### config.mk
export PLATFORM = sky130hd
export DESIGN_NAME = scheduler
export DESIGN_NICKNAME = d
export VERILOG_FILES = /design/src/verilog/spmm_pkg.sv /design/src/verilog/fifo.sv /design/src/verilog/csr_loader.sv /design/src/verilog/spmm_engine.sv /design/src/verilog/result_queue.sv /design/src/verilog/scheduler.sv
export SDC_FILE = /design/constraint.sdc
export NUM_CORES = 1
export LEC_CHECK = 0
export ABC_AREA = 1
export BUFFER_PORTS_ARGS = -buffer_cell sky130_fd_sc_hd__buf_2
export CAP_MARGIN = 0
export CORE_ASPECT_RATIO = 0.5
export CORE_UTILIZATION = 61
export CTS_CLUSTER_SIZE = 28
export DETAILED_ROUTE_END_ITERATION = 8
export GPL_ROUTABILITY_DRIVEN = 0
export PLACE_DENSITY_LB_ADDON = 0.15
export SLEW_MARGIN = 20
export SYNTH_ARGS = -nofsm -noshare
export SYNTH_HDL_FRONTEND = slang
export SYNTH_SLANG_ARGS = --single-unit
export TNS_END_PERCENT = 30
### constraint.sdc
create_clock -name clk -period 6.16 [get_ports clk]
set_clock_uncertainty 0.05 [all_clocks]
set_input_delay 0.616 -clock clk [delete_from_list [all_inputs] [get_ports clk]]
set_output_delay 0.616 -clock clk [all_outputs]
set_load 0.01 [all_outputs]
### src/verilog/spmm_pkg.sv
`default_nettype none

package spmm_pkg;

  ////////////////////////////////////////////////////////////
  // sizes
  ////////////////////////////////////////////////////////////
  localparam int DATA_WIDTH    = 8;
  localparam int H_ROWS        = 5;
  localparam int DOT_SIZE      = 5;
  localparam int W_COLS        = 3;
  localparam int NNZ_MAX       = 8;
  // result buffer depth
  localparam int OUT_DEPTH     = 2;

  // widths
  localparam int COL_IDX_WIDTH = 3;
  localparam int ROW_LEN_WIDTH = 3;
  localparam int ROW_IDX_WIDTH = 3;
  // 16 bit products, 5 terms
  localparam int ACC_WIDTH     = 19;

  ////////////////////////////////////////////////////////////
  // packed types
  ////////////////////////////////////////////////////////////
  // one nonzero, payload of a row fifo
  typedef struct packed {
    logic [COL_IDX_WIDTH-1:0] col;
    logic [DATA_WIDTH-1:0]    value;
  } h_entry_t;

  // per row info, flag in the lsb
  typedef struct packed {
    logic [ROW_LEN_WIDTH-1:0] row_len;
    logic                     flag;
  } node_info_t;

  // one product row
  typedef struct packed {
    logic [ROW_IDX_WIDTH-1:0]         row;
    logic [W_COLS-1:0][ACC_WIDTH-1:0] acc;
    logic                             last;
  } row_result_t;

  // row search result
  typedef struct packed {
    logic                     found;
    logic [ROW_IDX_WIDTH-1:0] row;
  } row_pick_t;

  // batch arrays
  typedef logic [NNZ_MAX-1:0][COL_IDX_WIDTH-1:0]           col_idx_array_t;
  typedef logic [NNZ_MAX-1:0][DATA_WIDTH-1:0]              value_array_t;
  typedef node_info_t [H_ROWS-1:0]                         node_info_array_t;
  typedef logic [DOT_SIZE-1:0][W_COLS-1:0][DATA_WIDTH-1:0] weight_array_t;

  // first flagged row at or above from
  // skip_empty also passes over rows of length zero
  function automatic row_pick_t find_row(
    input node_info_array_t         info,
    input logic [ROW_IDX_WIDTH-1:0] from,
    input logic                     skip_empty
  );
    row_pick_t pick;
    pick = '0;
    // walk downward so the lowest match wins
    for (int r = H_ROWS - 1; r >= 0; r--) begin
      if (r >= from && info[r].flag && !(skip_empty && info[r].row_len == '0)) begin
        pick.found = 1'b1;
        pick.row   = ROW_IDX_WIDTH'(r);
      end
    end
    return pick;
  endfunction

endpackage

`default_nettype wire

### src/verilog/fifo.sv
`timescale 1ns/1ps
`default_nettype none

module fifo #(
  parameter type payload_t = logic [7:0],
  parameter int  DEPTH     = 4
) (
  input  wire      clk,
  input  wire      rst_i,
  input  wire      wr_en_i,
  input  wire      payload_t wr_data_i,
  input  wire      rd_en_i,
  output payload_t rd_data_o,
  output logic     full_o,
  output logic     empty_o
);

  // storage, no reset
  payload_t mem [DEPTH];

  logic [$clog2(DEPTH)-1:0]   wr_ptr_q;
  logic [$clog2(DEPTH)-1:0]   rd_ptr_q;
  logic [$clog2(DEPTH+1)-1:0] count_q;
  logic                       do_wr;
  logic                       do_rd;

  // wrap at DEPTH, not at a power of two
  function automatic logic [$clog2(DEPTH)-1:0] ptr_inc(input logic [$clog2(DEPTH)-1:0] p);
    if (p == DEPTH - 1) begin
      return '0;
    end
    return p + 1'b1;
  endfunction

  // illegal accesses dropped
  assign do_wr = wr_en_i && !full_o;
  assign do_rd = rd_en_i && !empty_o;

  assign full_o  = (count_q == DEPTH);
  assign empty_o = (count_q == '0);

  // head shown combinationally
  assign rd_data_o = mem[rd_ptr_q];

  always_ff @(posedge clk) begin
    if (do_wr) begin
      mem[wr_ptr_q] <= wr_data_i;
    end
  end

  // pointers and occupancy
  always_ff @(posedge clk) begin
    if (rst_i) begin
      wr_ptr_q <= '0;
      rd_ptr_q <= '0;
      count_q  <= '0;
    end else begin
      if (do_wr) begin
        wr_ptr_q <= ptr_inc(wr_ptr_q);
      end
      if (do_rd) begin
        rd_ptr_q <= ptr_inc(rd_ptr_q);
      end
      // simultaneous push and pop keeps count
      case ({do_wr, do_rd})
        2'b10:   count_q <= count_q + 1'b1;
        2'b01:   count_q <= count_q - 1'b1;
        default: count_q <= count_q;
      endcase
    end
  end

endmodule

`default_nettype wire

### src/verilog/csr_loader.sv
`timescale 1ns/1ps
`default_nettype none

module csr_loader import spmm_pkg::*; (
  input  wire                      clk,
  input  wire                      rst_i,
  // batch handshake
  input  wire                      h_valid_i,
  input  wire col_idx_array_t      col_idx_i,
  input  wire value_array_t        value_i,
  input  wire node_info_array_t    node_info_i,
  input  wire weight_array_t       weight_i,
  output logic                     h_ready_o,
  input  wire                      batch_done_i,
  // row fifo write side
  output logic [H_ROWS-1:0]        wr_en_o,
  output h_entry_t                 wr_entry_o,
  // to engine
  output weight_array_t            weight_o,
  output node_info_array_t         node_info_o,
  output logic                     start_o
);

  // latched batch
  col_idx_array_t   col_q;
  value_array_t     value_q;
  node_info_array_t node_q;
  weight_array_t    weight_q;

  // control
  logic                       busy_q;
  logic                       walk_q;
  logic                       empty_done_q;
  logic [ROW_IDX_WIDTH-1:0]   row_q;
  logic [ROW_LEN_WIDTH-1:0]   cnt_q;
  logic [$clog2(NNZ_MAX)-1:0] slot_q;

  logic      accept;
  logic      done;
  logic      row_end;
  row_pick_t pick;
  row_pick_t first_pick;

  ////////////////////////////////////////////////////////////
  // handshake and busy state
  ////////////////////////////////////////////////////////////
  assign h_ready_o = !busy_q;
  assign accept    = h_valid_i && h_ready_o;

  // batch without flagged rows finishes here
  assign first_pick = find_row(node_q, '0, 1'b0);
  assign done       = batch_done_i || empty_done_q;

  always_ff @(posedge clk) begin
    if (accept) begin
      col_q    <= col_idx_i;
      value_q  <= value_i;
      node_q   <= node_info_i;
      weight_q <= weight_i;
    end
  end

  assign weight_o    = weight_q;
  assign node_info_o = node_q;

  ////////////////////////////////////////////////////////////
  // nonzero distribution
  ////////////////////////////////////////////////////////////
  // slots hold flagged rows only, in row order
  assign pick    = find_row(node_q, row_q, 1'b1);
  assign row_end = (node_q[pick.row].row_len == cnt_q + 1'b1);

  assign wr_entry_o.col   = col_q[slot_q];
  assign wr_entry_o.value = value_q[slot_q];

  // one row fifo per cycle
  always_comb begin
    wr_en_o = '0;
    if (walk_q && pick.found) begin
      wr_en_o[pick.row] = 1'b1;
    end
  end

  always_ff @(posedge clk) begin
    if (rst_i) begin
      busy_q       <= 1'b0;
      start_o      <= 1'b0;
      walk_q       <= 1'b0;
      empty_done_q <= 1'b0;
      row_q        <= '0;
      cnt_q        <= '0;
      slot_q       <= '0;
    end else begin
      start_o      <= accept;
      empty_done_q <= start_o && !first_pick.found;
      if (accept) begin
        busy_q <= 1'b1;
      end else if (done) begin
        busy_q <= 1'b0;
      end
      // walk begins the cycle after start
      if (start_o) begin
        walk_q <= 1'b1;
        row_q  <= '0;
        cnt_q  <= '0;
        slot_q <= '0;
      end else if (walk_q) begin
        if (!pick.found) begin
          walk_q <= 1'b0;
        end else begin
          slot_q <= slot_q + 1'b1;
          if (row_end) begin
            // next row starts fresh
            row_q <= pick.row + 1'b1;
            cnt_q <= '0;
          end else begin
            row_q <= pick.row;
            cnt_q <= cnt_q + 1'b1;
          end
        end
      end
    end
  end

endmodule

`default_nettype wire

### src/verilog/spmm_engine.sv
`timescale 1ns/1ps
`default_nettype none

module spmm_engine import spmm_pkg::*; (
  input  wire                          clk,
  input  wire                          rst_i,
  input  wire                          start_i,
  input  wire weight_array_t           weight_i,
  input  wire node_info_array_t        node_info_i,
  // row fifo read side
  input  wire h_entry_t [H_ROWS-1:0]   rd_entry_i,
  input  wire [H_ROWS-1:0]             empty_i,
  output logic [H_ROWS-1:0]            rd_en_o,
  // result queue
  output logic                         push_o,
  output row_result_t                  result_o,
  input  wire                          full_i
);

  typedef enum logic [1:0] {
    S_IDLE,
    S_ROW,
    S_MAC,
    S_PUSH
  } state_t;

  state_t                              state_q;
  logic [ROW_IDX_WIDTH-1:0]            row_q;
  logic [ROW_LEN_WIDTH-1:0]            cnt_q;
  logic [W_COLS-1:0][ACC_WIDTH-1:0]    acc_q;
  logic [W_COLS-1:0][2*DATA_WIDTH-1:0] prod;

  row_pick_t                pick;
  h_entry_t                 entry;
  logic [ROW_IDX_WIDTH-1:0] last_row;
  logic [ROW_IDX_WIDTH-1:0] push_row;
  logic                     zero_len;
  logic                     pop;
  logic                     zero_push;
  logic                     row_push;

  ////////////////////////////////////////////////////////////
  // datapath
  ////////////////////////////////////////////////////////////
  // next flagged row, length zero included
  assign pick     = find_row(node_info_i, row_q, 1'b0);
  assign zero_len = (node_info_i[pick.row].row_len == '0);
  assign entry    = rd_entry_i[row_q];

  // highest flagged row carries last
  always_comb begin
    last_row = '0;
    for (int r = 0; r < H_ROWS; r++) begin
      if (node_info_i[r].flag) begin
        last_row = ROW_IDX_WIDTH'(r);
      end
    end
  end

  // value times W[col][j], unsigned
  always_comb begin
    for (int j = 0; j < W_COLS; j++) begin
      prod[j] = entry.value * weight_i[entry.col][j];
    end
  end

  // pop only with data present
  assign pop = (state_q == S_MAC) && !empty_i[row_q];

  always_comb begin
    rd_en_o        = '0;
    rd_en_o[row_q] = pop;
  end

  // zero row goes straight out, acc already clear
  assign zero_push = (state_q == S_ROW) && pick.found && zero_len && !full_i;
  assign row_push  = (state_q == S_PUSH) && !full_i;
  assign push_o    = zero_push || row_push;
  assign push_row  = (state_q == S_PUSH) ? row_q : pick.row;

  always_comb begin
    result_o.row  = push_row;
    result_o.acc  = acc_q;
    result_o.last = (push_row == last_row);
  end

  ////////////////////////////////////////////////////////////
  // row sequencing
  ////////////////////////////////////////////////////////////
  always_ff @(posedge clk) begin
    if (rst_i) begin
      state_q <= S_IDLE;
      row_q   <= '0;
      cnt_q   <= '0;
      acc_q   <= '0;
    end else begin
      case (state_q)
        S_IDLE: begin
          if (start_i) begin
            state_q <= S_ROW;
            row_q   <= '0;
            acc_q   <= '0;
          end
        end
        S_ROW: begin
          if (!pick.found) begin
            // nothing flagged
            state_q <= S_IDLE;
          end else if (zero_len) begin
            // stall here while queue full
            if (!full_i) begin
              row_q <= pick.row + 1'b1;
              if (pick.row == last_row) begin
                state_q <= S_IDLE;
              end
            end
          end else begin
            row_q   <= pick.row;
            cnt_q   <= '0;
            state_q <= S_MAC;
          end
        end
        S_MAC: begin
          if (pop) begin
            for (int j = 0; j < W_COLS; j++) begin
              acc_q[j] <= acc_q[j] + prod[j];
            end
            cnt_q <= cnt_q + 1'b1;
            if (cnt_q + 1'b1 == node_info_i[row_q].row_len) begin
              state_q <= S_PUSH;
            end
          end
        end
        S_PUSH: begin
          if (!full_i) begin
            acc_q <= '0;
            if (row_q == last_row) begin
              state_q <= S_IDLE;
            end else begin
              row_q   <= row_q + 1'b1;
              state_q <= S_ROW;
            end
          end
        end
        default: state_q <= S_IDLE;
      endcase
    end
  end

endmodule

`default_nettype wire

### src/verilog/result_queue.sv
`timescale 1ns/1ps
`default_nettype none

module result_queue import spmm_pkg::*; (
  input  wire              clk,
  input  wire              rst_i,
  // from engine
  input  wire              push_i,
  input  wire row_result_t result_i,
  output logic             full_o,
  // result port
  output logic             out_valid_o,
  input  wire              out_ready_i,
  output row_result_t      out_data_o,
  // back to loader
  output logic             batch_done_o
);

  logic empty;
  logic fire;

  // head held until popped, so data stays put under stall
  fifo #(
    .payload_t (row_result_t),
    .DEPTH     (OUT_DEPTH)
  ) out_fifo_inst (
    .clk       (clk),
    .rst_i     (rst_i),
    .wr_en_i   (push_i),
    .wr_data_i (result_i),
    .rd_en_i   (fire),
    .rd_data_o (out_data_o),
    .full_o    (full_o),
    .empty_o   (empty)
  );

  assign out_valid_o = !empty;
  assign fire        = out_valid_o && out_ready_i;

  // one cycle after the last beat leaves
  always_ff @(posedge clk) begin
    if (rst_i) begin
      batch_done_o <= 1'b0;
    end else begin
      batch_done_o <= fire && out_data_o.last;
    end
  end

endmodule

`default_nettype wire

### src/verilog/scheduler.sv
`timescale 1ns/1ps
`default_nettype none

module scheduler import spmm_pkg::*; (
  input  wire                   clk,
  input  wire                   rst_i,
  // batch in
  input  wire                   h_valid_i,
  input  wire col_idx_array_t   col_idx_i,
  input  wire value_array_t     value_i,
  input  wire node_info_array_t node_info_i,
  input  wire weight_array_t    weight_i,
  output logic                  h_ready_o,
  // results out
  output logic                  out_valid_o,
  input  wire                   out_ready_i,
  output row_result_t           out_data_o
);

  // row fifo buses
  logic [H_ROWS-1:0]     row_wr_en;
  logic [H_ROWS-1:0]     row_rd_en;
  logic [H_ROWS-1:0]     row_full;
  logic [H_ROWS-1:0]     row_empty;
  h_entry_t              wr_entry;
  h_entry_t [H_ROWS-1:0] row_entry;

  // loader to engine
  weight_array_t         weight;
  node_info_array_t      node_info;
  logic                  start;

  // engine to queue and back
  logic                  push;
  logic                  queue_full;
  row_result_t           result;
  logic                  batch_done;

  ////////////////////////////////////////////////////////////
  // loader
  ////////////////////////////////////////////////////////////
  csr_loader loader_inst (
    .clk          (clk),
    .rst_i        (rst_i),
    .h_valid_i    (h_valid_i),
    .col_idx_i    (col_idx_i),
    .value_i      (value_i),
    .node_info_i  (node_info_i),
    .weight_i     (weight_i),
    .h_ready_o    (h_ready_o),
    .batch_done_i (batch_done),
    .wr_en_o      (row_wr_en),
    .wr_entry_o   (wr_entry),
    .weight_o     (weight),
    .node_info_o  (node_info),
    .start_o      (start)
  );

  // one fifo per row of H, shared write data
  for (genvar r = 0; r < H_ROWS; r++) begin : gen_row_fifo
    fifo #(
      .payload_t (h_entry_t),
      .DEPTH     (DOT_SIZE)
    ) row_fifo_inst (
      .clk       (clk),
      .rst_i     (rst_i),
      .wr_en_i   (row_wr_en[r]),
      .wr_data_i (wr_entry),
      .rd_en_i   (row_rd_en[r]),
      .rd_data_o (row_entry[r]),
      .full_o    (row_full[r]),
      .empty_o   (row_empty[r])
    );
  end

  ////////////////////////////////////////////////////////////
  // engine and output
  ////////////////////////////////////////////////////////////
  spmm_engine engine_inst (
    .clk         (clk),
    .rst_i       (rst_i),
    .start_i     (start),
    .weight_i    (weight),
    .node_info_i (node_info),
    .rd_entry_i  (row_entry),
    .empty_i     (row_empty),
    .rd_en_o     (row_rd_en),
    .push_o      (push),
    .result_o    (result),
    .full_i      (queue_full)
  );

  result_queue queue_inst (
    .clk          (clk),
    .rst_i        (rst_i),
    .push_i       (push),
    .result_i     (result),
    .full_o       (queue_full),
    .out_valid_o  (out_valid_o),
    .out_ready_i  (out_ready_i),
    .out_data_o   (out_data_o),
    .batch_done_o (batch_done)
  );

endmodule

`default_nettype wire

* After elaboration in Yosys (flattened, before gate mapping)
Memory sizes are Yosys's and may differ from the RTL's. A register that Yosys moved wholly into a read port is not among the register bits.
Index checks and enable logic that the tools add are counted.
** Word-level totals
- Bits in registers :: 356
- Memory bits (writable) :: 397
- Input port bits :: 232
- Output and inout port bits :: 63
- Word-level logic and storage cells :: 432
- Memories :: 6
** Operators by class
- $add $sub $neg :: 33
- $mul :: 3
- $lt $le $gt $ge :: 17
- Equal/unequal tests :: 46
- Mux-type cells :: 163
- Bitwise operators :: 1
- Reduce and logical (&&, ||, !) cells :: 90
** Memories
- queue_inst.out_fifo_inst.mem :: words 2, bits a word 61, rd ports 1, clocked after memory_dff 1, write ports 1, line fifo.sv:19 : payload_t mem [DEPTH];
- gen_row_fifo[0].row_fifo_inst.mem :: words 5, bits a word 11, rd ports 1, clocked after memory_dff 1, write ports 1, line fifo.sv:19
- gen_row_fifo[1].row_fifo_inst.mem :: words 5, bits a word 11, rd ports 1, clocked after memory_dff 1, write ports 1, line fifo.sv:19
- gen_row_fifo[2].row_fifo_inst.mem :: words 5, bits a word 11, rd ports 1, clocked after memory_dff 1, write ports 1, line fifo.sv:19
- gen_row_fifo[3].row_fifo_inst.mem :: words 5, bits a word 11, rd ports 1, clocked after memory_dff 1, write ports 1, line fifo.sv:19
- gen_row_fifo[4].row_fifo_inst.mem :: words 5, bits a word 11, rd ports 1, clocked after memory_dff 1, write ports 1, line fifo.sv:19
** Operators with widths (number)
- 57-bit two-way mux :: 3
- 57-bit case mux with 3 select lines :: 1
- 3-bit two-way mux :: 44
- 24-bit binary-select mux with 3-bit select :: 1
- 4-bit two-way mux :: 18
- 1-bit two-way mux :: 64
- 3-bit by 1-bit adder with 3-bit output (second input constant) :: 21
- 19-bit by 16-bit adder with 19-bit output :: 3
- 8-bit by 8-bit multiplier with 16-bit output :: 3
- 3-bit == test (second input constant) :: 15
- 1-bit logical AND :: 39
- 4-bit binary-select mux with 3-bit select :: 3
- 3-bit case mux with 2 select lines :: 6
- 11-bit binary-select mux with 3-bit select :: 1
- 3-bit zero test :: 11
- 8-bit binary-select mux with 3-bit select :: 1
- 24-bit two-way mux :: 1
- 1-bit zero test :: 20
- 3-bit by 4-bit < comparator with 1-bit output (second input constant) :: 5
- 2-bit two-way mux :: 10
- 2-bit == test (second input constant) :: 9
- 2-bit nonzero test :: 8
- 3-bit == test :: 5
- 3-bit by 1-bit subtractor with 3-bit output (second input constant) :: 5
- 29 further kinds :: 56

* Longest topological paths before layout
- Word-level depth :: 17
- Depth in mapped cells :: 37
- Gate-level depth less buffers :: 35

* Hierarchy
A second synthesis with hierarchy kept.
** Unflattened totals
- Cell total of the unflattened synthesis :: 4169
- Area, all modules :: 40762.8 µm²
** Modules (own cells, without submodules)
- fifo at gen_row_fifo[0].row_fifo_inst ... :: instances 5, cells each 299, area each 2904.0 µm², seq. area each 1891.8 µm²
- spmm_engine :: instances 1, cells each 1874, area each 12599.6 µm², seq. area each 1301.2 µm²
- csr_loader :: instances 1, cells each 563, area each 8643.3 µm², seq. area each 7106.8 µm²
- fifo at queue_inst.out_fifo_inst :: instances 1, cells each 230, area each 4952.2 µm², seq. area each 3763.6 µm²
- result_queue :: instances 1, cells each 7, area each 47.5 µm², seq. area each 20.0 µm²

* Worst setup path after synthesis
OpenSTA, ideal clock, no wires.
- Path kind :: input -> register
- From :: in h_valid_i
- To :: reg loader_inst.col_q[0] (netlist name) (enable)
- Library setup time :: 581 ps
- Arrival :: 5110 ps
- Data required time :: 5529 ps
- Path slack :: 419 ps
- Stages on the path :: 2
- Path buffers :: 0
- Path through :: nand2_1 > inv_1
** On the way
- Cells in the longest elaborated chain, start to end :: 1
** Ends and longest elaborated chain
- from (decl) :: line scheduler.sv:8 : input wire h_valid_i,
- 1-bit logical AND :: line csr_loader.sv:48 : assign accept = h_valid_i && h_ready_o;
- via loader_inst.accept :: line csr_loader.sv:38 : logic accept;
- to (signal assigned) :: line csr_loader.sv:56 : col_q <= col_idx_i;
- to (decl) :: line csr_loader.sv:25 : col_idx_array_t col_q;
The timed path passes the listed nets, and every way through them passes these cells.
A chain may end at the register's enable or synchronous reset.

==> flow_summary.json <==
{
  "status": "complete, no violations",
  "hp-class": "in -> reg",
  "arrival_ns": 6.53,
  "die_w_microns": 360,
  "ff_latch_area_sq_um": 21700,
  "io_pins": 295,
  "worstReg2RegEnd": "engine_inst.result_o[19]",
  "synth_flop_cell": "edfxtp_1",
  "slowest_delay_ns": 0.56,
  "rrSetupSlack_ns": 0.1,
  "rows": 65,
  "fmax_mhz": 165,
  "cts.reportedPaths.clkPinSlew_ns": 0.08,
  "yosys_warnings": 0,
  "grt_max_degree": 125,
  "synthCells": 3687,
  "synth_top_area_share_pct": 48.0,
  "setup_slack_ns": 0.0981,
  "synth_area_leaders": "edfxtp_1, fa_1, dfxtp_1, nand2_1, ha_1",
  "ant_nets": 0,
  "clk_latency_ns": 0.67,
  "die_h_microns": 181,
  "synth.ff_latch_count": 769,
  "syn_area_sq_um": 39100,
  "async_reset_ff_share_pct": 0,
  "synth_cell_type_count": 53,
  "worstPathRequired_ns": 6.63,
  "place.detailed.hpwl_microns": 66100,
  "root_buffer": "clkbuf_16",
  "dr.first_iter.drc_count": 2700,
  "relSlewSlack_pct": 23.8,
  "antenna_found_initial": 3,
  "synth.avg_cell_area_sq_um": 10.6,
  "die_area_sq_um": 65200,
  "crit_fanout": 6,
  "final_cell_mix": "edfxtp_1, nand2_1, inv_1, nor2_1, buf_2",
  "grtUsageTotal_pct": 28.5,
  "cts_made_buffers": 68,
  "syn_nets": 4236,
  "tritoncts": "yes",
  "worstSetupEndpoint": "engine_inst.result_o[19]",
  "pre_cts_ws_ns": -0.245,
  "wl_microns": 95100,
  "cts_buffer_depth": 3,
  "finalCritPeriodShare_pct": 98.4,
  "r2r_cells": 29,
  "initial_core_util_pct": 61.9,
  "vias": 28722,
  "drc_errors": 0,
  "h-tree-depth": 3,
  "viasPerCell": 5.67,
  "yosysTopAreaCell": "edfxtp_1",
  "ys_seq_area_share_pct": 55.4,
  "hold_violations": 0,
  "cts_sinks": 769,
  "fin_crit_ns": 6.06,
  "drv_slew": 0,
  "grt_pass1_vias": 27691,
  "drtPass1Iterations": 8,
  "drive_above_1_share_pct": 23.0,
  "n_fill_cell": 4204,
  "area_growth_pct": 18.9,
  "io_buffers": 294,
  "cp_common_cell": "fa_1",
  "rsz0062_at_grt": "true",
  "crit_type": "reg -> reg",
  "wl_per_cell_microns": 18.8,
  "core_sq_um": 63200,
  "setup_violations": 0,
  "grt_overflow_total": 0,
  "synth-edff-count": 625,
  "multi_input_area_sq_um": 15800,
  "crit_path_start_kind": "register",
  "fin_nets": 4724,
  "grt_first_pass_wirelength_microns": 146000,
  "cp-end-kind": "register",
  "layout_commonest_cell": "edfxtp_1",
  "max_cap_violations": 0,
  "ctsHoldBuffers": 0,
  "slowest_stage": "fa_1",
  "tightest_slew_ns": 1.14
}
==> per-stage QoR <==
stage                     util [%]  std cells  hold slack [ns]   TNS, ns  area (sq um)
final                         73.6       5068           0.0709         0         46500
after global routing          73.6       5068           0.0469     -1.23         46500
after CTS                     71.8       5037           0.0375  -0.00396         45400
after detailed placement      68.0       4909            0.384     -1.88         43000
after global placement        68.0       4909            0.382    -0.760         43000
after floorplan                  -       3687            0.376         0         39100
==> layout make-up <==
cell class / count / share of cell area [%]
Clock inverter: 38 / 1.09
Sequential cell: 769 / 46.6
Timing Repair Buffer: 549 / 7.98
Tap cell: 837 / 2.25
Inverter: 498 / 4.06
Antenna cell: 3 / 0.0162
Clock buffer: 85 / 3.88
Multi-Input combinational cell: 2289 / 34.1
==> logic make-up after synthesis <==
logic type / Yosys count / synth area share [%]
AO/OA/AOI/OAI: 674 / 9.57
buffers and inverters: 629 / 6.50
adder cells (fa/ha/maj): 317 / 13.1
flip-flops: 769 / 55.4
AND/OR/NAND/NOR: 1205 / 13.0
multiplexers: 62 / 1.78
XOR/XNOR: 31 / 0.694
==> how the worst min path moves through the flow <==
stage / start / end / cells after the start
floorplan: queue_inst.out_fifo_inst.rd_ptr_q / register / 1
global placement: queue_inst.out_fifo_inst.rd_ptr_q / register / 1
detailed placement: queue_inst.out_fifo_inst.rd_ptr_q / register / 1
CTS: weight_i[99] / loader_inst.weight_o[99] / 1
global route: weight_i[99] / loader_inst.weight_o[99] / 1
finish: weight_i[99] / loader_inst.weight_o[99] / 1
==> synthesized netlist by cell type, types with 5 or more instances <==
cell and count:
inv_2 28, a32o_1 8, o21ai_1 16, o21ai_2 15, fa_1 155, xor2_1 20
nand3_2 10, buf_6 6, o31ai_1 13, buf_2 42, a221oi_1 16, nand3_1 202
inv_1 468, nor2_1 322, nand2_2 21, ha_1 162, a31oi_1 12, o22ai_1 39
xnor2_1 11, o221ai_1 5, nor3_1 32, nand4_1 11, buf_4 21, a211oi_1 9
o21ai_0 203, mux2_2 60, o211ai_1 5, a21oi_1 317, edfxtp_1 625, dfxtp_1 144
nand2_1 589, clkbuf_1 57
==> worst max-delay path, delay by kind of cell (launching register included) <==
kind                       cells  cell delay (ns)
xor gates and xnor gates       1             0.18
DFF                            1             0.33
adders and majority gates      5             2.33
and+or+nand+nor                8             1.18
buffers and inverters          7             0.84
AOI/OAI and AO/OA              8             1.06
==> state kept, by name, indices dropped and copies added, names as in the netlist, 2 cells and up, named ones only <==
signal / cells
gen_row_fifo.row_fifo_inst.count_q: 15
gen_row_fifo.row_fifo_inst.rd_ptr_q: 15
engine_inst.cnt_q: 3
loader_inst.slot_q: 3
engine_inst.row_q: 3
loader_inst.row_q: 3
loader_inst.node_info_o: 20
loader_inst.value_q: 64
loader_inst.col_q: 24
queue_inst.out_fifo_inst.mem: 122
loader_inst.weight_o: 120
gen_row_fifo.row_fifo_inst.wr_ptr_q: 15
engine_inst.result_o: 57
queue_inst.out_fifo_inst.count_q: 2
gen_row_fifo.row_fifo_inst.mem: 275
loader_inst.cnt_q: 3
==> layer usage <==
| metal | up-vias | GRT usage (%) | part of all wire [%] |
|---|---|---|---|
| li1 | 13513 | - | - |
| met1 | 13860 | 37.2 | 40 |
| met2 | 1121 | 48.8 | 50 |
| met3 | 228 | 5.02 | 6.7 |
| met4 | 0 | 9.32 | 3.3 |
| met5 | - | 0 | 0 |
==> what timing repair did <==
item,in CTS,in global routing
gates cloned,0,2
pin swaps,7,69
endpoints found under the setup margin,18,30
gates resized for setup,20,202
setup buffers,5,27
Power is not shown: default switching activity piles up to over one toggle a cycle in this logic, so the estimate is an artifact.
